### src/source/convImgPkg.sv
package convImgPkg;

    // address width of both row buffers
    localparam int ADDR_W = 10;

    // cycles from a pixel read address to its result at the convolver output:
    // buffer read 1, window shift 1, multiply 1, adder tree 2
    localparam int PIPE_LATENCY = 5;

    typedef logic [7:0] pixel_t;

    typedef logic signed [7:0] coef_t;

    typedef logic signed [19:0] result_t;

    // result j = tap0*x[j] + tap1*x[j+1] + tap2*x[j+2]
    typedef struct packed {
        coef_t tap0;
        coef_t tap1;
        coef_t tap2;
    } kernel_t;

    localparam kernel_t DEFAULT_KERNEL = '{
        tap0: 8'sd1,
        tap1: -8'sd2,
        tap2: 8'sd3
    };

endpackage

### src/source/convPipeline.sv
`timescale 1ns/10ps

module convPipeline #(
    parameter convImgPkg::kernel_t KERNEL = convImgPkg::DEFAULT_KERNEL
) (
    input  logic                i_CLK,
    input  logic                i_reset,
    input  convImgPkg::pixel_t  i_pixel,
    output convImgPkg::result_t o_result
);

    // signed coef times zero-extended pixel
    localparam int PROD_W = $bits(convImgPkg::coef_t) + $bits(convImgPkg::pixel_t) + 1;
    localparam int SUM_W  = PROD_W + 1;

    // window[2] is the newest pixel, window[0] the oldest
    convImgPkg::pixel_t [2:0] window;

    logic signed [PROD_W-1:0] prod0;
    logic signed [PROD_W-1:0] prod1;
    logic signed [PROD_W-1:0] prod2;
    logic signed [PROD_W-1:0] prod2Dly;
    logic signed [SUM_W-1:0]  sum01;

    always_ff @(posedge i_CLK) begin
        if (i_reset) begin
            window   <= '0;
            prod0    <= '0;
            prod1    <= '0;
            prod2    <= '0;
            prod2Dly <= '0;
            sum01    <= '0;
            o_result <= '0;
        end else begin
            // stage 1 shift in
            window <= {i_pixel, window[2:1]};

            // stage 2 multiply
            prod0 <= $signed(KERNEL.tap0) * $signed({1'b0, window[0]});
            prod1 <= $signed(KERNEL.tap1) * $signed({1'b0, window[1]});
            prod2 <= $signed(KERNEL.tap2) * $signed({1'b0, window[2]});

            // stages 3 and 4 adder tree
            sum01    <= prod0 + prod1;
            prod2Dly <= prod2;
            o_result <= sum01 + prod2Dly;
        end
    end

endmodule

### config.mk
export PLATFORM = sky130hd
export DESIGN_NAME = convPipeline
export DESIGN_NICKNAME = d
export VERILOG_FILES = /design/src/source/convImgPkg.sv /design/src/source/convPipeline.sv
export SDC_FILE = /design/constraint.sdc
export NUM_CORES = 1
export LEC_CHECK = 0
export BUFFER_PORTS_ARGS = -buffer_cell sky130_fd_sc_hd__buf_2
export CAP_MARGIN = 10
export CORE_MARGIN = 2
export CORE_UTILIZATION = 50
export CTS_CLUSTER_SIZE = 10
export DETAILED_ROUTE_END_ITERATION = 10
export GPL_TIMING_DRIVEN = 0
export PLACE_DENSITY = 0.72
export SLEW_MARGIN = 30
export SYNTH_ARGS = -nofsm -noshare
export SYNTH_HDL_FRONTEND = slang
export SYNTH_SLANG_ARGS = --single-unit
export TNS_END_PERCENT = 1
### constraint.sdc
create_clock -name i_CLK -period 5.42 [get_ports i_CLK]
set_clock_uncertainty 0.1 [all_clocks]
set_input_delay 0.813 -clock i_CLK [delete_from_list [all_inputs] [get_ports i_CLK]]
set_output_delay 0.813 -clock i_CLK [all_outputs]
set_load 0.05 [all_outputs]
==> results.tsv <==
stage	metric	value	unit
yosys	synthArstFlopShare	0	%
worst_setup_path	slowest_delay	0.38	ns
clock_tree	numCtsBuffers	9	
worst_setup_path	worstPathRequired	5.58	ns
power	combPwrFrac	11.8	%
worst_setup_path	reg2regPathDepth	8	
route	drc	0	
cells_and_area	area_growth	11.7	%
yosys	syn_avg_cell_area	9.97	µm²
sta	final.min_clock_period	2.34	ns
clock_tree	ctsHtreeMaxLevel	3	
yosys	ys.warnings.count	0	
run	max-cap-violations	0	
worst_setup_path	r2r_slack	3.08	ns
power	ir_worst_vdd	0.000146	V
route	vias_per_cell	5.12	
status	outcome	finished clean	
worst_setup_path	worst-setup-path-type	register to register	
worst_setup_path	r2r_end	o_result[14]	
clock_tree	cts_setup_buffers	0	
yosys	ys.flop_type	dfxtp_1	
route	firstDrtPassIters	4	
power	p_sw_share	25.8	%
clock_tree	clock_sinks	101	
die	start_util	50.7	%
sta	fmax	427	MHz
sta	worstMarginPinSlew	0.754	ns
global_route	gr-total-overflow	0	
die	die_w	94.6	µm
min_path	worstHoldStart	window[3]	
power	p_int	1.09	mW
global_route	antenna_found_initial	0	
global_route	grt_pass1_vias	2637	
min_path	min_path_type	register to register	
power	p_total	1.47	mW
cells_and_area	diodes	0	
yosys	synth_area	4110	µm²
cells_and_area	layout.nets	492	
power	pwr-share-seq	55.0	%
sta	period_share	43.2	%
yosys	synth_edf_count	0	
route	ant_nets	0	
sta	slew_headroom	49.3	%
route	first_iter_violations	118	
die	core-area	8090	µm²
clock_tree	ctsResizeCount	0	
power	leakagePower	2.00	nW
sta	slew_viol_final	0	
global_route	grt_pass1_wl	11900	µm
cells_and_area	final_util	56.7	%
worst_setup_path	worstReg2RegStart	window[0]	
clock_tree	insertion_delay	0.36	ns
worst_setup_path	path_max_fanout	5	
worst_setup_path	start_kind	register	
yosys	yosysSeqAreaShare	49.2	%
clock_tree	cts_root_buf	clkbuf_8	
cells_and_area	instances_no_fill	561	
sta	rsz0062_at_grt	false	
clock_tree	clk_pin_slew	0.10	ns
worst_setup_path	cp.arrival	2.50	ns
yosys	syn_inst	412	
sta	tns	0	ns
clock_tree	clk_path_buf_depth	2	
global_route	grt_max_degree	17	
cells_and_area	final_layout_size_suffix_gt1_share	13.2	%
min_path	hold_depth	1	
route	vias	2873	
worst_setup_path	cp_slowest_cell	fa_1	
sta	hold_viol_final	0	
power	power_switching	0.378	mW
global_route	grt_use_total	17.6	%
yosys	syn_nets	453	
die	die_y	94.6	µm
route	wire_per_inst	13.1	µm
min_path	hold-path-endpoint	prod0[3]	
die	ios	30	
placement	gp_congestion	0.867	
route	wirelength	7380	µm
placement	hpwlAfterDp	5480	µm
clock_tree	cts_tree	yes	
placement	port_buffers	28	
worst_setup_path	end_kind	register	
worst_setup_path	worstPathCellList	ha_1 > inv_1 > fa_1 > nor2b_1 > o211ai_1 > a21o_1 > a21oi_1 > mux2_2	
die	std_cell_rows	33	
power	p_clk_share	33.2	%
sta	setup_viol	0	
placement	dp_cells	545	
die	die_area	8950	µm²
clock_tree	postCtsHoldBufs	0	
yosys	synth-seq-cells	101	
yosys	synth_cell_types	49	
power	power_density	320	nW/µm²
logic make-up (layout without fill, tap and decap cells):
kind of cell,count (synthesis),count (layout),share of synthesized area (%)
AOI/OAI and AO/OA,81,81,13.2
muxes,8,8,2.16
adders and majority gates,31,31,9.99
DFF,101,101,49.2
xor gates and xnor gates,17,17,3.63
and+or+nand+nor,151,151,19.6
buffers and inverters,23,67,2.22
worst max path at each step:
stage | startpoint | end | cells past startpoint
floorplan | window[0] | o_result[12] | 8
global placement | i_reset | sum01[12] | 4
detailed placement | i_reset | o_result[17] | 4
CTS | window[0] | o_result[14] | 8
global route | window[0] | o_result[14] | 8
finish | window[0] | o_result[14] | 8
cell usage in the layout, fill, tap and decap left out, drive strengths merged, types with 4 or more instances in the layout:
| master | instances |
|---|---|
| or4 | 5 |
| buf | 31 |
| o31ai | 5 |
| nand2 | 16 |
| a31oi | 6 |
| xor2 | 10 |
| or3 | 6 |
| inv | 9 |
| dfxtp | 101 |
| nor2 | 42 |
| o21ai | 12 |
| nor4 | 4 |
| mux2 | 7 |
| nand2b | 4 |
| xnor2 | 7 |
| nor2b | 52 |
| and3 | 4 |
| ha | 28 |
| nor3 | 6 |
| a211oi | 4 |
| clkbuf | 22 |
| nand3 | 4 |
| a21oi | 27 |
| a21o | 10 |
layer usage:
layer	GRT usage [%]	routed length, µm
met1	21.7	3500
met2	29.3	3360
met3	2.63	295
met4	10.4	218
met5	0	0
state kept, by name, indices dropped and copies added, names as in the netlist:
register and flops:
o_result 19, prod0 8, prod1 14, prod2 9
prod2Dly 9, sum01 18, window 24
layout make-up:
type,count,area (µm²)
clock inverters,5,58.8
inverters,9,33.8
multi-input cells,288,1990
clock buffers,11,151
repair buffers,28,140
fillers,712,3500
well taps,105,131
flip-flops and latches,101,2020
plain buffers,14,57.6
worst max-delay path, delay by kind of cell, from the launching register on:
kind,cells,cell delay [ns]
AOI/OAI and AO/OA,3,0.59
adders and majority gates,2,0.59
buffers and inverters,1,0.06
DFF,1,0.37
and+or+nand+nor,1,0.19
muxes,1,0.35
metrics by stage:
step / setup WS [ns] / hold WS, ns / instance area, µm²
5_1_grt: 2.90 / 0.350 / 4590
3_5_place_dp: 2.96 / 0.321 / 4380
3_3_place_gp: 2.95 / 0.317 / 4380
4_1_cts: 3.07 / 0.342 / 4590
2_1_floorplan: 3.31 / 0.314 / 4110
6_report: 3.08 / 0.331 / 4590
Yosys cell counts, types with 7 or more instances:
library cell | count | area share (%)
mux2_2 | 7 | 1.9
ha_1 | 28 | 8.5
nand2_1 | 16 | 1.5
xor2_1 | 10 | 2.1
xnor2_1 | 7 | 1.5
nor2b_1 | 52 | 7.9
dfxtp_1 | 101 | 49
a21o_1 | 10 | 1.8
inv_1 | 9 | 0.82
a21oi_1 | 25 | 3.0
nor2_1 | 42 | 3.8
o21ai_0 | 11 | 1.3
clkbuf_1 | 11 | 1.0
power groups by stage:
stage | combinational, mW | sequential (mW) | clock, mW
final | 0.173 | 0.808 | 0.487
after floorplan | 0.106 | 0.849 | 0
after detailed placement | 0.173 | 0.825 | 0
after global routing | 0.192 | 0.813 | 0.526
after global placement | 0.169 | 0.823 | 0
after CTS | 0.174 | 0.808 | 0.499
Note: power is estimated with default switching activity, not from simulation.
