$ cat src/source/convImgPkg.sv
package convImgPkg;

    // address width of both row buffers
    localparam int ADDR_W = 10;

    // cycles from a pixel read address to its result at the convolver output:
    // buffer read 1, window shift 1, multiply 1, adder tree 2
    localparam int PIPE_LATENCY = 5;

    typedef logic [7:0] pixel_t;

    typedef logic signed [7:0] coef_t;

    typedef logic signed [19:0] result_t;

    // result j = tap0*x[j] + tap1*x[j+1] + tap2*x[j+2]
    typedef struct packed {
        coef_t tap0;
        coef_t tap1;
        coef_t tap2;
    } kernel_t;

    localparam kernel_t DEFAULT_KERNEL = '{
        tap0: 8'sd1,
        tap1: -8'sd2,
        tap2: 8'sd3
    };

endpackage

$ cat src/source/convCtrlPkg.sv
package convCtrlPkg;

    // XFER covers both pixel load and result readout,
    // the end-of-process flag tells them apart
    typedef enum logic [1:0] {
        IDLE,
        XFER,
        PROCESS,
        DONE
    } phase_t;

    // buffer read strobe
    typedef struct packed {
        logic                          rdEn;
        logic [convImgPkg::ADDR_W-1:0] rdAddr;
    } rdCmd_t;

    // buffer write strobe, data travels beside it
    typedef struct packed {
        logic                          wrEn;
        logic [convImgPkg::ADDR_W-1:0] wrAddr;
    } wrCmd_t;

endpackage

$ cat src/source/convBlockFsm.sv
`timescale 1ns/10ps

module convBlockFsm #(
    parameter int MAX_LENGTH = 2 ** convImgPkg::ADDR_W
) (
    input  logic                          i_CLK,
    input  logic                          i_reset,
    input  logic [convImgPkg::ADDR_W-1:0] i_imgLength,
    input  logic                          i_load,
    input  logic                          i_SoP,
    input  logic                          i_valid,
    output convCtrlPkg::wrCmd_t           o_pixWr,
    output convCtrlPkg::rdCmd_t           o_pixRd,
    output convCtrlPkg::wrCmd_t           o_resWr,
    output convCtrlPkg::rdCmd_t           o_resRd,
    output logic                          o_EoP,
    output logic                          o_changeBlock,
    output logic                          o_processing
);

    // spare bit lets the counters run past the last address
    localparam int CNT_W = convImgPkg::ADDR_W + 1;
    localparam int WR_START = 2 + convImgPkg::PIPE_LATENCY;

    convCtrlPkg::phase_t phase;

    logic [CNT_W-1:0] imgLen;
    logic [CNT_W-1:0] rdCnt;
    logic [CNT_W-1:0] wrCnt;
    logic [CNT_W-1:0] xferTarget;
    logic             eopFlag;
    logic             validPrev;
    logic             validEdge;
    logic             xferIdle;

    assign validEdge = i_valid & ~validPrev;

    // readout returns two results fewer than the pixels loaded
    assign xferTarget = eopFlag ? imgLen - CNT_W'(2) : imgLen;

    // last transfer strobe already presented
    assign xferIdle = ~o_pixWr.wrEn & ~o_resRd.rdEn;

    assign o_EoP = eopFlag;
    assign o_processing = (phase == convCtrlPkg::PROCESS);

    always_ff @(posedge i_CLK) begin
        if (i_reset) begin
            validPrev <= 1'b0;
        end else begin
            validPrev <= i_valid;
        end
    end

    always_ff @(posedge i_CLK) begin
        if (i_reset) begin
            phase         <= convCtrlPkg::IDLE;
            imgLen        <= '0;
            rdCnt         <= '0;
            wrCnt         <= '0;
            eopFlag       <= 1'b0;
            o_changeBlock <= 1'b0;
            o_pixWr       <= '0;
            o_pixRd       <= '0;
            o_resWr       <= '0;
            o_resRd       <= '0;
        end else begin
            // strobes last a single cycle
            o_pixWr.wrEn  <= 1'b0;
            o_pixRd.rdEn  <= 1'b0;
            o_resWr.wrEn  <= 1'b0;
            o_resRd.rdEn  <= 1'b0;
            o_changeBlock <= 1'b0;

            case (phase)
                convCtrlPkg::IDLE: begin
                    rdCnt <= '0;
                    wrCnt <= '0;
                    if (i_load && !i_SoP && !eopFlag) begin
                        // new row, length clamped to buffer depth
                        if (i_imgLength > MAX_LENGTH) begin
                            imgLen <= CNT_W'(MAX_LENGTH);
                        end else begin
                            imgLen <= CNT_W'(i_imgLength);
                        end
                        phase <= convCtrlPkg::XFER;
                    end else if (!i_load && i_SoP && !eopFlag) begin
                        phase <= convCtrlPkg::PROCESS;
                    end else if (!i_load && !i_SoP && eopFlag) begin
                        phase <= convCtrlPkg::XFER;
                    end
                end

                convCtrlPkg::XFER: begin
                    if (eopFlag && i_load) begin
                        // readout abort
                        eopFlag       <= 1'b0;
                        o_changeBlock <= 1'b1;
                        phase         <= convCtrlPkg::IDLE;
                    end else if (rdCnt == xferTarget) begin
                        // block done once its last strobe has gone out
                        if (xferIdle) begin
                            eopFlag       <= 1'b0;
                            o_changeBlock <= 1'b1;
                            phase         <= convCtrlPkg::IDLE;
                        end
                    end else if (validEdge) begin
                        if (eopFlag) begin
                            o_resRd <= '{
                                rdEn:   1'b1,
                                rdAddr: rdCnt[convImgPkg::ADDR_W-1:0]
                            };
                        end else begin
                            o_pixWr <= '{
                                wrEn:   1'b1,
                                wrAddr: rdCnt[convImgPkg::ADDR_W-1:0]
                            };
                        end
                        rdCnt <= rdCnt + CNT_W'(1);
                    end
                end

                convCtrlPkg::PROCESS: begin
                    // rdCnt keeps counting cycles after the last read
                    rdCnt <= rdCnt + CNT_W'(1);
                    if (rdCnt < imgLen) begin
                        o_pixRd <= '{
                            rdEn:   1'b1,
                            rdAddr: rdCnt[convImgPkg::ADDR_W-1:0]
                        };
                    end
                    // result j appears PIPE_LATENCY cycles after read j+2
                    if (rdCnt >= CNT_W'(WR_START)) begin
                        o_resWr <= '{
                            wrEn:   1'b1,
                            wrAddr: wrCnt[convImgPkg::ADDR_W-1:0]
                        };
                        wrCnt <= wrCnt + CNT_W'(1);
                        // EoP rises with the last result write
                        if (wrCnt == imgLen - CNT_W'(3)) begin
                            eopFlag <= 1'b1;
                            phase   <= convCtrlPkg::DONE;
                        end
                    end
                end

                convCtrlPkg::DONE: begin
                    if (!i_SoP) begin
                        phase <= convCtrlPkg::IDLE;
                    end
                end

                default: begin
                    phase <= convCtrlPkg::IDLE;
                end
            endcase
        end
    end

endmodule

$ cat config.mk
export PLATFORM = sky130hd
export DESIGN_NAME = convBlockFsm
export DESIGN_NICKNAME = d
export VERILOG_FILES = /design/src/source/convImgPkg.sv /design/src/source/convCtrlPkg.sv /design/src/source/convBlockFsm.sv
export SDC_FILE = /design/constraint.sdc
export NUM_CORES = 1
export LEC_CHECK = 0
export ABC_CLOCK_PERIOD_IN_PS = 8189
export BUFFER_PORTS_ARGS = -buffer_cell sky130_fd_sc_hd__buf_2
export CAP_MARGIN = 20
export CORE_UTILIZATION = 30
export CTS_CLUSTER_SIZE = 40
export DETAILED_ROUTE_END_ITERATION = 8
export PLACE_DENSITY = 0.54
export SLEW_MARGIN = 20
export SYNTH_ARGS = -nofsm -noshare
export SYNTH_HDL_FRONTEND = slang
export SYNTH_SLANG_ARGS = --single-unit
export TNS_END_PERCENT = 10
$ cat constraint.sdc
create_clock -name i_CLK -period 8.19 [get_ports i_CLK]
set_input_delay 2.457 -clock i_CLK [delete_from_list [all_inputs] [get_ports i_CLK]]
set_output_delay 2.457 -clock i_CLK [all_outputs]
set_load 0.01 [all_outputs]
==> summary.md, run 1 <==
| Metric | Value |
|---|---|
| Status | completed |
| CTS Buffer Depth | 2 |
| Crit path buf inv count | 3 |
| Final setup fails | 0 |
| Initial antenna violation count | 0 |
| Hold_sp | o_resWr[7]$_SDFFE_PP0P_ |
| Commonest non-fill, non-tap cells in the layout | dfxtp_1 (81), nand2_1 (79), buf_2 (61), nor2_1 (49) |
| Clock power frac | 39.1% |
| TNS Setup | 0 ns |
| GP Congestion | 0.8456 |
| Final clock period utilization by the worst path | 47.89% |
| Avg Cell Area, Syn | 8.343 um^2 |
| Post-synthesis cell type count | 61 |
| CP Depth | 7 |
| Syn Inst Count | 524 |
| Placed Instances | 734 |
| Tmin final | 3.922 ns |
| WHS Path Cells | 2 |
| PortBufs | 61 |
| CTS root buf | clkbuf_16 |
| Die H | 122.7 um |
| Vias in the first global route | 3,593 |
| Max Cap Viol | 0 |
| CP max stage cell | inv_1 |
| Crit-path max FO | 51 |
| Die Width | 122.7 um |
| Post-CTS Hold Fix Bufs | 0 |
| Synth warn | 0 |
| Switch Pwr | 0.3579 mW |
| Total CTS buffers | 9 |
| VDD IR max | 142.7 uV |
| Kind of critical path | in -> reg |
| Final WL | 11.31 mm |
| Die Area | 15,060 um^2 |
| Share of cells above drive strength 1 | 16.32% |
| RSZ-0062 raised after global routing | no |
| Initial DRT Pass Iterations | 5 |
| Commonest register cell after synthesis | dfxtp_1 |
| Leakage | 2.027 nW |
| Final worst clock skew | 0.009008 ns |
| Placed Area | 4761 um^2 |
| Worst-path clk slew | 0.06 ns |
| Largest net degree at the start of global routing | 52 |
| Buffer count from post-CTS setup fixing | 0 |
| Syn nets | 559 |
| Required time of the critical path | 8.46 ns |
| Cell area after layout | 5106 um^2 |
| Max Slew Vio Count | 0 |
| Skew-Pair Late Insertion Delay | 0.33 ns |
| Switching share of power | 30.21% |
| Initial drt markers | 219 |
| Most common cell after layout, fill and taps aside | dfxtp_1 |
| Flop pwr share | 36.7% |
| Pint | 0.8269 mW |
| PostCTS Resize Cnt | 0 |
| DRC viols | 0 |
| Reg2reg end | o_resRd[3]$_SDFFE_PP0P_ |
| Combinational power share | 24.2% |
| PwrDens | 232.0 nW/um^2 |
| CP Cell Sequence | buf_2, buf_4, inv_1, o31ai_1, nor2_1, nand2_1, mux2i_1 |
| Core area | 14,040 um^2 |
| Register area share after synthesis | 37.09% |
| DRT antenna net count | 0 |
| Antenna diode count | 0 |
| Hold WS | 0.4490 ns |
| Grt ovf | 0 |
| Worst Hold Endpoint | o_resWr[7]$_SDFFE_PP0P_ |
| Gr usage total | 15.71% |
| Yosys top cell area share | 37.09% |
| Row cnt | 43 |
| Synthesis-stage register bit count | 81 |
| Via Count | 3,779 |
| R2r setup slk | 4.87 ns |
| Measured slew at the worst slew-check pin | 0.9724 ns |
| Reg2Reg Depth | 10 |
| Initial Util | 31.13% |
| Hpwl dp | 8.136 mm |
| Io pins | 62 |
| Max incr delay on CP | 0.61 ns |
| H-Tree Depth | 3 |
| Sink Count | 81 |
| Hold WC Path Type | reg -> reg |
| Synthesized area | 4372 um^2 |
| Yosys top cell by area | dfxtp_1 |
| Filler cell count | 1,481 |
| Largest cells by area after synthesis | dfxtp_1 (37%), mux2i_1 (8.2%), nand2_1 (6.8%) |
| DR vias/cell | 5.039 |
| CP Capture Type | flip-flop |
| Synth-to-Final Area Change | 16.80% |
| Slew HR | 34.82% |
| Fin. Hold Viols | 0 |
| Fmax | 0.2550 GHz |
| CP top delay family | buffers and inverters |
| Critical Path AT | 4.19 ns |
| Post-synth EDFFs | 0 |
| Reg-to-Reg Start | imgLen[2]$_SDFFE_PP0P_ |
| First-pass GRT wire length | 18.40 mm |
| CTS tree | built |
| CP startpoint kind | input port |
| Fraction of registers with async set or reset after synthesis | 0% |
| Final Non-Filler Cells | 750 |
| # nets final | 600 |
| WL per Instance | 15.08 um |
[registers in the layout, summed over array words and instances (netlist names)]
signal         cells
o_pixRd           11
phase              2
o_pixWr           11
o_resWr           11
o_resRd           11
o_EoP              1
wrCnt             11
o_changeBlock      1
imgLen            10
validPrev          1
rdCnt             11
[how the worst max path moves through the flow]
stage	to	from	slack, ns
floorplan	rdCnt[9]$_SDFFE_PP0P_	i_valid	4.45
global placement	rdCnt[10]$_SDFFE_PP0P_	i_reset	4.04
detailed placement	rdCnt[10]$_SDFFE_PP0P_	i_reset	3.98
CTS	rdCnt[9]$_SDFFE_PP0P_	i_reset	4.32
global route	rdCnt[9]$_SDFFE_PP0P_	i_reset	4.08
finish	rdCnt[9]$_SDFFE_PP0P_	i_reset	4.27
[layer usage]
layer	up-vias	GRT usage, %	part of all wire (%)
li1	1893	-	-
met3	12	3.717	4.3
met2	90	25.88	47
met5	-	0	0
met4	0	4.345	1.1
met1	1784	20.35	48
[area by class of cell]
cell class | instances | area, um^2 | share of cell area (%)
multi-input cells | 386 | 2500 | 48.96
flip-flops and latches | 81 | 1622 | 31.76
inverters | 23 | 86.33 | 1.691
clock buffers | 12 | 246.5 | 4.827
well taps | 180 | 225.2 | 4.411
clock inverters | 4 | 98.84 | 1.936
repair buffers | 64 | 327.8 | 6.420
[Yosys cell counts (3+ instances only)]
cell type,count
dfxtp_1,81
nand2_1,79
nor2_1,49
a21oi_1,36
mux2i_1,36
inv_1,23
clkbuf_1,22
ha_1,20
xnor2_1,18
or3_1,16
o21ai_0,14
nand3_1,13
xor2_1,11
nor3_1,10
nand4_1,8
nand2b_1,5
nor4_1,5
or4_1,5
buf_2,4
buf_6,4
nand3b_1,4
nor2b_1,4
nor3b_1,4
a2111oi_0,3
nor4b_1,3
o21a_1,3
o31ai_1,3
[worst min-delay path: stages (launching register included)]
cell and delay (ns):
dfxtp_1 0.30, nand2_1 0.05, a21oi_1 0.05
[stage by stage]
step | util [%] | setup WS (ns) | total power, mW
global placement | 33.90 | 4.037 | 0.7239
CTS | 36.36 | 4.320 | 1.199
detailed placement | 33.90 | 3.983 | 0.7302
global route | 36.36 | 4.077 | 1.247
floorplan | - | 4.449 | 0.6685
finish | 36.36 | 4.268 | 1.185
[power groups by stage]
stage | Sequential, mW | Combinational (mW) | Clock [mW]
3_3_place_gp | 0.443 | 0.281 | 0
4_1_cts | 0.435 | 0.288 | 0.476
5_1_grt | 0.436 | 0.320 | 0.491
2_1_floorplan | 0.428 | 0.241 | 0
6_report | 0.434 | 0.287 | 0.464
3_5_place_dp | 0.443 | 0.287 | 0
[kinds of logic after synthesis]
group	after synthesis	share of synthesized area (%)
and+or+nand+nor	218	24.70
AOI/OAI and AO/OA	82	12.34
DFF	81	37.09
buffers and inverters	57	5.838
muxes	37	8.500
xor gates and xnor gates	29	5.810
adders and majority gates	20	5.724
(Power assumes the default switching activity.)
==> run 2, diff against run 1 <==
--- a/config.mk
+++ b/config.mk
@@ -5,7 +5,7 @@
 export SDC_FILE = /design/constraint.sdc
 export NUM_CORES = 1
 export LEC_CHECK = 0
-export ABC_CLOCK_PERIOD_IN_PS = 8189
+export ABC_CLOCK_PERIOD_IN_PS = 4100
 export BUFFER_PORTS_ARGS = -buffer_cell sky130_fd_sc_hd__buf_2
 export CAP_MARGIN = 20
 export CORE_UTILIZATION = 30
==> constraint.sdc (replaced) <==
create_clock -name i_CLK -period 4.1 [get_ports i_CLK]
set_input_delay 1.23 -clock i_CLK [delete_from_list [all_inputs] [get_ports i_CLK]]
set_output_delay 1.23 -clock i_CLK [all_outputs]
set_load 0.01 [all_outputs]
==> summary.md, run 2 (synthesis gave the netlist of run 1 again) <==
| Metric | Value |
|---|---|
| DR vias/cell | 5.023 (-0.32%) |
| RSZ-0062 raised after global routing | no |
| Worst-path clk slew | 0.06 ns (about the same) |
| Max Cap Viol | 0 (unchanged) |
| Vias in the first global route | 3,659 (+1.8%) |
| Largest net degree at the start of global routing | 51 (-1.9%) |
| Required time of the critical path | 4.30 ns (-4.16 ns) |
| DRT antenna net count | 0 (unchanged) |
| Final clock period utilization by the worst path | 79.46% |
| Sink Count | 81 (unchanged) |
| PostCTS Resize Cnt | 0 (unchanged) |
| Total CTS buffers | 9 (unchanged) |
| Gr usage total | 16.17% (+0.46 points) |
| GP Congestion | 0.8481 (+0.30%) |
| TNS Setup | 0 ns (unchanged) |
| Skew-Pair Late Insertion Delay | 0.34 ns (about the same) |
| Most common cell after layout, fill and taps aside | dfxtp_1 |
| CTS Buffer Depth | 2 (unchanged) |
| Synth-to-Final Area Change | 16.40% |
| Row cnt | 43 (unchanged) |
| Hold WC Path Type | reg -> reg |
| Die H | 122.7 um (unchanged) |
| PwrDens | 456.5 nW/um^2 (+97%) |
| Initial antenna violation count | 0 (unchanged) |
| CP max stage cell | nor3_2 |
| H-Tree Depth | 3 (unchanged) |
| Commonest non-fill, non-tap cells in the layout | dfxtp_1 (81), nand2_1 (79), buf_2 (61), nor2_1 (49) |
| DRC viols | 0 (unchanged) |
| Pwr Total | 2.323 mW (+96%) |
| Status | completed |
| Buffer count from post-CTS setup fixing | 0 (unchanged) |
| Grt ovf | 0 (unchanged) |
| Final core utilization | 36.24% (-0.12 points) |
| VDD IR max | 326.5 uV (+130%) |
| Critical Path AT | 3.46 ns (-0.73 ns) |
| Max Slew Vio Count | 0 (unchanged) |
| Share of cells above drive strength 1 | 16.67% (+0.35 points) |
| CP Capture Type | flip-flop |
| GR Layer Usage met3 | 3.903% (+0.19 points) |
| Crit-path max FO | 16 (-69%) |
| Die Width | 122.7 um (unchanged) |
| First-pass GRT wire length | 18.70 mm (+1.6%) |
| Slew HR | 29.53% (-5.3 points) |
| Leakage | 2.015 nW (-0.61%) |
| Max incr delay on CP | 0.79 ns (+0.18 ns) |
| Met2 global-route usage | 28.09% (+2.2 points) |
| Crit path buf inv count | 0 (-3) |
| CTS root buf | clkbuf_16 |
| Filler cell count | 1,474 (-0.47%) |
| Core area | 14,040 um^2 (unchanged) |
| Kind of critical path | reg -> reg |
| Initial Util | 31.13% (unchanged) |
| Final WL | 11.50 mm (+1.7%) |
| CP Cell Sequence | or4b_4, o21ai_2, a311o_1, nand3_2, and3_4, nor3_2, mux2i_1, nor2_1 |
| Tmin final | 3.258 ns |
| Final Non-Filler Cells | 750 (unchanged) |
| Placed Instances | 734 (unchanged) |
| Post-CTS Hold Fix Bufs | 0 (unchanged) |
| Hpwl dp | 8.275 mm (+1.7%) |
| Measured slew at the worst slew-check pin | 1.051 ns (+0.07901 ns) |
| Cell area after layout | 5089 um^2 (-0.34%) |
| Fmax | 0.3070 GHz |
| CTS tree | built |
| CP startpoint kind | flip-flop |
| Fin. Hold Viols | 0 (unchanged) |
| Final worst clock skew | 0.006947 ns (-0.002061 ns) |
| Via Count | 3,767 (-0.32%) |
| Antenna diode count | 0 (unchanged) |
| # nets final | 600 (unchanged) |
| WL per Instance | 15.33 um (+1.7%) |
| Top Usage Layer GRT | met2 |
| Final setup fails | 0 (unchanged) |
| Initial drt markers | 251 (+15%) |
| Io pins | 62 (unchanged) |
| Die Area | 15,060 um^2 (unchanged) |
| Met1 usage | 19.78% (-0.57 points) |
| CP top delay family | simple AND/OR/NAND/NOR gates |
| Placed Area | 4761 um^2 (unchanged) |
| PortBufs | 61 (unchanged) |
| Initial DRT Pass Iterations | 4 (-1) |
[run 2: path summary, 6_finish.rpt]
kind	start	to	slack (ns)	cells past startpoint
worst max-delay path	o_EoP$_SDFFE_PP0P_	o_pixWr[9]$_SDFFE_PP0P_	0.84	8
worst min-delay path	o_resWr[0]$_SDFFE_PP0P_	o_resWr[0]$_SDFFE_PP0P_	0.45	2
worst max register to register	o_EoP$_SDFFE_PP0P_	o_pixWr[9]$_SDFFE_PP0P_	0.84	8
worst min register to register	o_resWr[0]$_SDFFE_PP0P_	o_resWr[0]$_SDFFE_PP0P_	0.45	2
[run 2: power breakdown]
group          leakage [nW]  switching [mW]  internal (mW)
Sequential            0.654          0.0537          0.814
Combinational          1.21           0.356          0.224
Clock                 0.155           0.325          0.551
Total                  2.01           0.735           1.59
[run 2: area by class of cell]
type	instances	area [um^2]	area share (%)
inverter	23	86.33	1.697
multi-input combinational	386	2500	49.13
timing repair buffer	64	327.8	6.442
tap	180	225.2	4.426
sequential	81	1622	31.87
clock inverter	6	88.84	1.746
clock buffer	10	239.0	4.696
[run 2: metal layers]
metal | routed length [um] | part of all wire (%) | vias up
li1 | - | - | 1892
met5 | 0 | 0 | -
met1 | 5332 | 46 | 1786
met2 | 5542 | 48 | 80
met4 | 129 | 1.1 | 0
met3 | 495 | 4.3 | 9
[run 2: worst register-to-register path, stage by stage, from the launching register on]
cell and delay (ns):
dfxtp_1 0.70, or4b_4 0.61, o21ai_2 0.15, a311o_1 0.20, nand3_2 0.11, and3_4 0.22
nor3_2 0.79, mux2i_1 0.28, nor2_1 0.06
[run 2: per-stage QoR]
step	worst slack (ns)	hold WS, ns
finish	0.8423	0.4512
global route	0.6499	0.4686
CTS	0.8324	0.4549
detailed placement	0.8345	0.4441
global placement	0.8790	0.4417
floorplan	1.379	0.4735
==> run 3, diff against run 2 <==
--- a/config.mk
+++ b/config.mk
@@ -5,7 +5,8 @@
 export SDC_FILE = /design/constraint.sdc
 export NUM_CORES = 1
 export LEC_CHECK = 0
-export ABC_CLOCK_PERIOD_IN_PS = 4100
+export ABC_AREA = 1
+export ABC_CLOCK_PERIOD_IN_PS = 3410
 export BUFFER_PORTS_ARGS = -buffer_cell sky130_fd_sc_hd__buf_2
 export CAP_MARGIN = 20
 export CORE_UTILIZATION = 30
==> constraint.sdc (replaced) <==
create_clock -name i_CLK -period 3.41 [get_ports i_CLK]
set_input_delay 1.023 -clock i_CLK [delete_from_list [all_inputs] [get_ports i_CLK]]
set_output_delay 1.023 -clock i_CLK [all_outputs]
set_load 0.01 [all_outputs]
==> summary.md, run 3 <==
| Metric | Value |
|---|---|
| Multi-input gate area | 2464 um^2 (-1.5%) |
| Switching share of power | 38.98% (+7.4 points) |
| Most common cell after layout, fill and taps aside | nand2_1 |
| Pint | 2.033 mW (+28%) |
| PortBufs | 61 (unchanged) |
| WL per Instance | 14.32 um (-6.6%) |
| Initial antenna violation count | 0 (unchanged) |
| Hold_sp | o_resRd[8]$_SDFFE_PP0P_ |
| Combinational power share | 34.8% (+9.8 points) |
| Reg-to-Reg Start | imgLen[1]$_SDFFE_PP0P_ |
| Pwr Total | 3.332 mW (+43%) |
| Synthesis-stage register bit count | 81 (unchanged) |
| Worst-path clk slew | 0.06 ns (about the same) |
| Top Usage Layer GRT | met2 |
| Clock power frac | 31.6% (-6.1 points) |
| Synth-to-Final Area Change | 16.97% |
| Commonest register cell after synthesis | dfxtp_1 |
| WHS Path Cells | 2 (unchanged) |
| Required time of the critical path | 3.69 ns (-0.61 ns) |
| Max Slew Vio Count | 0 (unchanged) |
| # nets final | 737 (+23%) |
| Final core utilization | 36.02% (-0.22 points) |
| Skew-Pair Late Insertion Delay | 0.35 ns (about the same) |
| Final worst clock skew | 0.005830 ns (-0.001117 ns) |
| VDD IR max | 255.2 uV (-22%) |
| Cell area after layout | 5235 um^2 (+2.9%) |
| Core area | 14,530 um^2 (+3.5%) |
| Final setup fails | 0 (unchanged) |
| Critical Path AT | 2.76 ns (-0.70 ns) |
| TNS Setup | 0 ns (unchanged) |
| CP Capture Type | flip-flop |
| Share of cells above drive strength 1 | 16.27% (-0.40 points) |
| CTS Buffer Depth | 2 (unchanged) |
| Flop pwr share | 33.6% (-3.7 points) |
| Most instantiated cells after synthesis | nand2_1 (155), dfxtp_1 (81), a21oi_1 (69), inv_1 (57), nor2_1 (57) |
| Fraction of registers with async set or reset after synthesis | 0% (unchanged) |
| Hold WC Path Type | reg -> reg |
| H-Tree Depth | 3 (unchanged) |
| Final Non-Filler Cells | 891 (+19%) |
| Slew HR | 56.41% (+27 points) |
| Met1 usage | 23.90% (+4.1 points) |
| CTS root buf | clkbuf_16 |
| Initial DRT Pass Iterations | 6 (+2) |
| Final WL | 12.76 mm (+11%) |
| Final clock period utilization by the worst path | 72.86% (-6.6 points) |
| Status | completed |
| Post-CTS Hold Fix Bufs | 0 (unchanged) |
| Io pins | 62 (unchanged) |
| PostCTS Resize Cnt | 0 (unchanged) |
| Die H | 124.1 um (+1.2%) |
| Post-synthesis cell type count | 34 (-44%) |
| Synth warn | 0 (unchanged) |
| Crit-path max FO | 22 (+6) |
| Commonest non-fill, non-tap cells in the layout | nand2_1 (155), dfxtp_1 (81), a21oi_1 (69), buf_2 (61) |
| Syn Inst Count | 653 (+25%) |
| Post-synth EDFFs | 0 (unchanged) |
| Filler cell count | 1,629 (+11%) |
| Worst Hold Endpoint | o_resRd[8]$_SDFFE_PP0P_ |
| Total CTS buffers | 9 (unchanged) |
| Initial drt markers | 257 (+2.4%) |
| Largest cells by area after synthesis | dfxtp_1 (36%), nand2_1 (13%), a21oi_1 (7.7%) |
| Fmax | 0.4025 GHz (+31%) |
| Placed Instances | 875 (+19%) |
| Antenna diode count | 0 (unchanged) |
| Dpl ws | 0.8503 ns (+0.01586 ns) |
| Leakage | 2.345 nW (+16%) |
| DRT antenna net count | 0 (unchanged) |
| Setup WS post-layout | 0.9254 ns (+0.08307 ns) |
| PwrDens | 636.5 nW/um^2 (+39%) |
| R2r setup slk | 0.93 ns (+0.08 ns) |
| Row cnt | 44 (+2.3%) |
| Switch Pwr | 1.299 mW (+77%) |
| Yosys top cell by area | dfxtp_1 |
| Max Cap Viol | 0 (unchanged) |
| Synthesized area | 4476 um^2 (+2.4%) |
| Tmin final | 2.485 ns (-0.7731 ns) |
| Reg2Reg Depth | 15 (+7) |
| Avg Cell Area, Syn | 6.854 um^2 (-18%) |
| Grt ovf | 0 (unchanged) |
| Sink Count | 81 (unchanged) |
| First-pass GRT wire length | 20.59 mm (+10%) |
| Hpwl dp | 9.540 mm (+15%) |
| Met2 global-route usage | 27.62% (-0.47 points) |
| GP Congestion | 0.8321 (-1.9%) |
| Die Area | 15,410 um^2 (+2.3%) |
| RSZ-0062 raised after global routing | no |
| CTS tree | built |
| Initial Util | 30.79% (-0.34 points) |
| Buffer count from post-CTS setup fixing | 0 (unchanged) |
| Gr usage total | 17.60% (+1.4 points) |
| DRC viols | 0 (unchanged) |
| Largest net degree at the start of global routing | 38 (-25%) |
| Hold WS | 0.4567 ns (+0.005494 ns) |
| Measured slew at the worst slew-check pin | 0.6514 ns (-0.4000 ns) |
| DR vias/cell | 4.827 (-3.9%) |
| Most frequent cell after synthesis | nand2_1 |
| Placed Area | 4916 um^2 (+3.3%) |
| Vias in the first global route | 3,969 (+8.5%) |
| Yosys top cell area share | 36.23% (-0.86 points) |
| Syn nets | 688 (+23%) |
| GR Layer Usage met3 | 2.976% (-0.93 points) |
| Reg2reg end | o_resRd[6]$_SDFFE_PP0P_ |
| FF+latch area | 1622 um^2 (unchanged) |
| Register area share after synthesis | 36.23% (-0.86 points) |
| Die Width | 124.1 um (+1.2%) |
| Fin. Hold Viols | 0 (unchanged) |
| CP startpoint kind | flip-flop |
| Via Count | 4,301 (+14%) |
| Kind of critical path | reg -> reg |
## run 3: area by class of cell
class                   count  area share [%]
clock buffers              10           4.374
multi-input cells         477           47.06
repair buffers             67           6.692
flip-flops and latches     81           30.98
clock inverters             6           1.721
inverters                  66           4.780
well taps                 184           4.398
## run 3: power groups by stage
stage	logic (mW)	registers [mW]	clock network [mW]
floorplan	0.879	1.13	0
global placement	1.16	1.14	0
detailed placement	1.16	1.14	0
CTS	1.16	1.12	1.09
global route	1.33	1.13	1.12
finish	1.16	1.12	1.05
## run 3: worst max-delay path, cell delays in order (launching register included)
cell,delay (ns)
dfxtp_1,0.44
inv_1,0.14
ha_1,0.31
nand2_1,0.07
o21ai_0,0.10
nand2_1,0.08
nand2_1,0.05
nor2_1,0.10
nand2_1,0.08
nor2_2,0.12
nand3_2,0.10
nand2_2,0.11
inv_2,0.15
nand2_1,0.32
nand2_1,0.09
a21oi_1,0.14
## run 3: worst max path at each step
stage | start | to | slack, ns | depth (start not counted)
6_report | imgLen[1]$_SDFFE_PP0P_ | o_resRd[6]$_SDFFE_PP0P_ | 0.93 | 15
5_1_grt | imgLen[1]$_SDFFE_PP0P_ | o_resRd[0]$_SDFFE_PP0P_ | 0.55 | 15
4_1_cts | imgLen[1]$_SDFFE_PP0P_ | o_resRd[9]$_SDFFE_PP0P_ | 0.93 | 15
3_5_place_dp | i_valid | o_resRd[5]$_SDFFE_PP0P_ | 0.85 | 8
3_3_place_gp | i_valid | o_resRd[0]$_SDFFE_PP0P_ | 0.87 | 8
2_1_floorplan | i_SoP | phase[0]$_SDFFE_PP0P_ | 1.46 | 9
## run 3: kinds of logic after synthesis
group	count (synthesis)	synth area share [%]
buffers and inverters	95	8.723
DFF	81	36.23
xor gates and xnor gates	19	3.718
adders and majority gates	20	5.591
AOI/OAI and AO/OA	126	14.98
and+or+nand+nor	312	30.75
## run 3: layer usage
| layer | vias up | share of wire (%) |
|---|---|---|
| met4 | 0 | 1.6 |
| li1 | 2245 | - |
| met5 | - | 0 |
| met2 | 76 | 44 |
| met3 | 15 | 3.7 |
| met1 | 1965 | 50 |
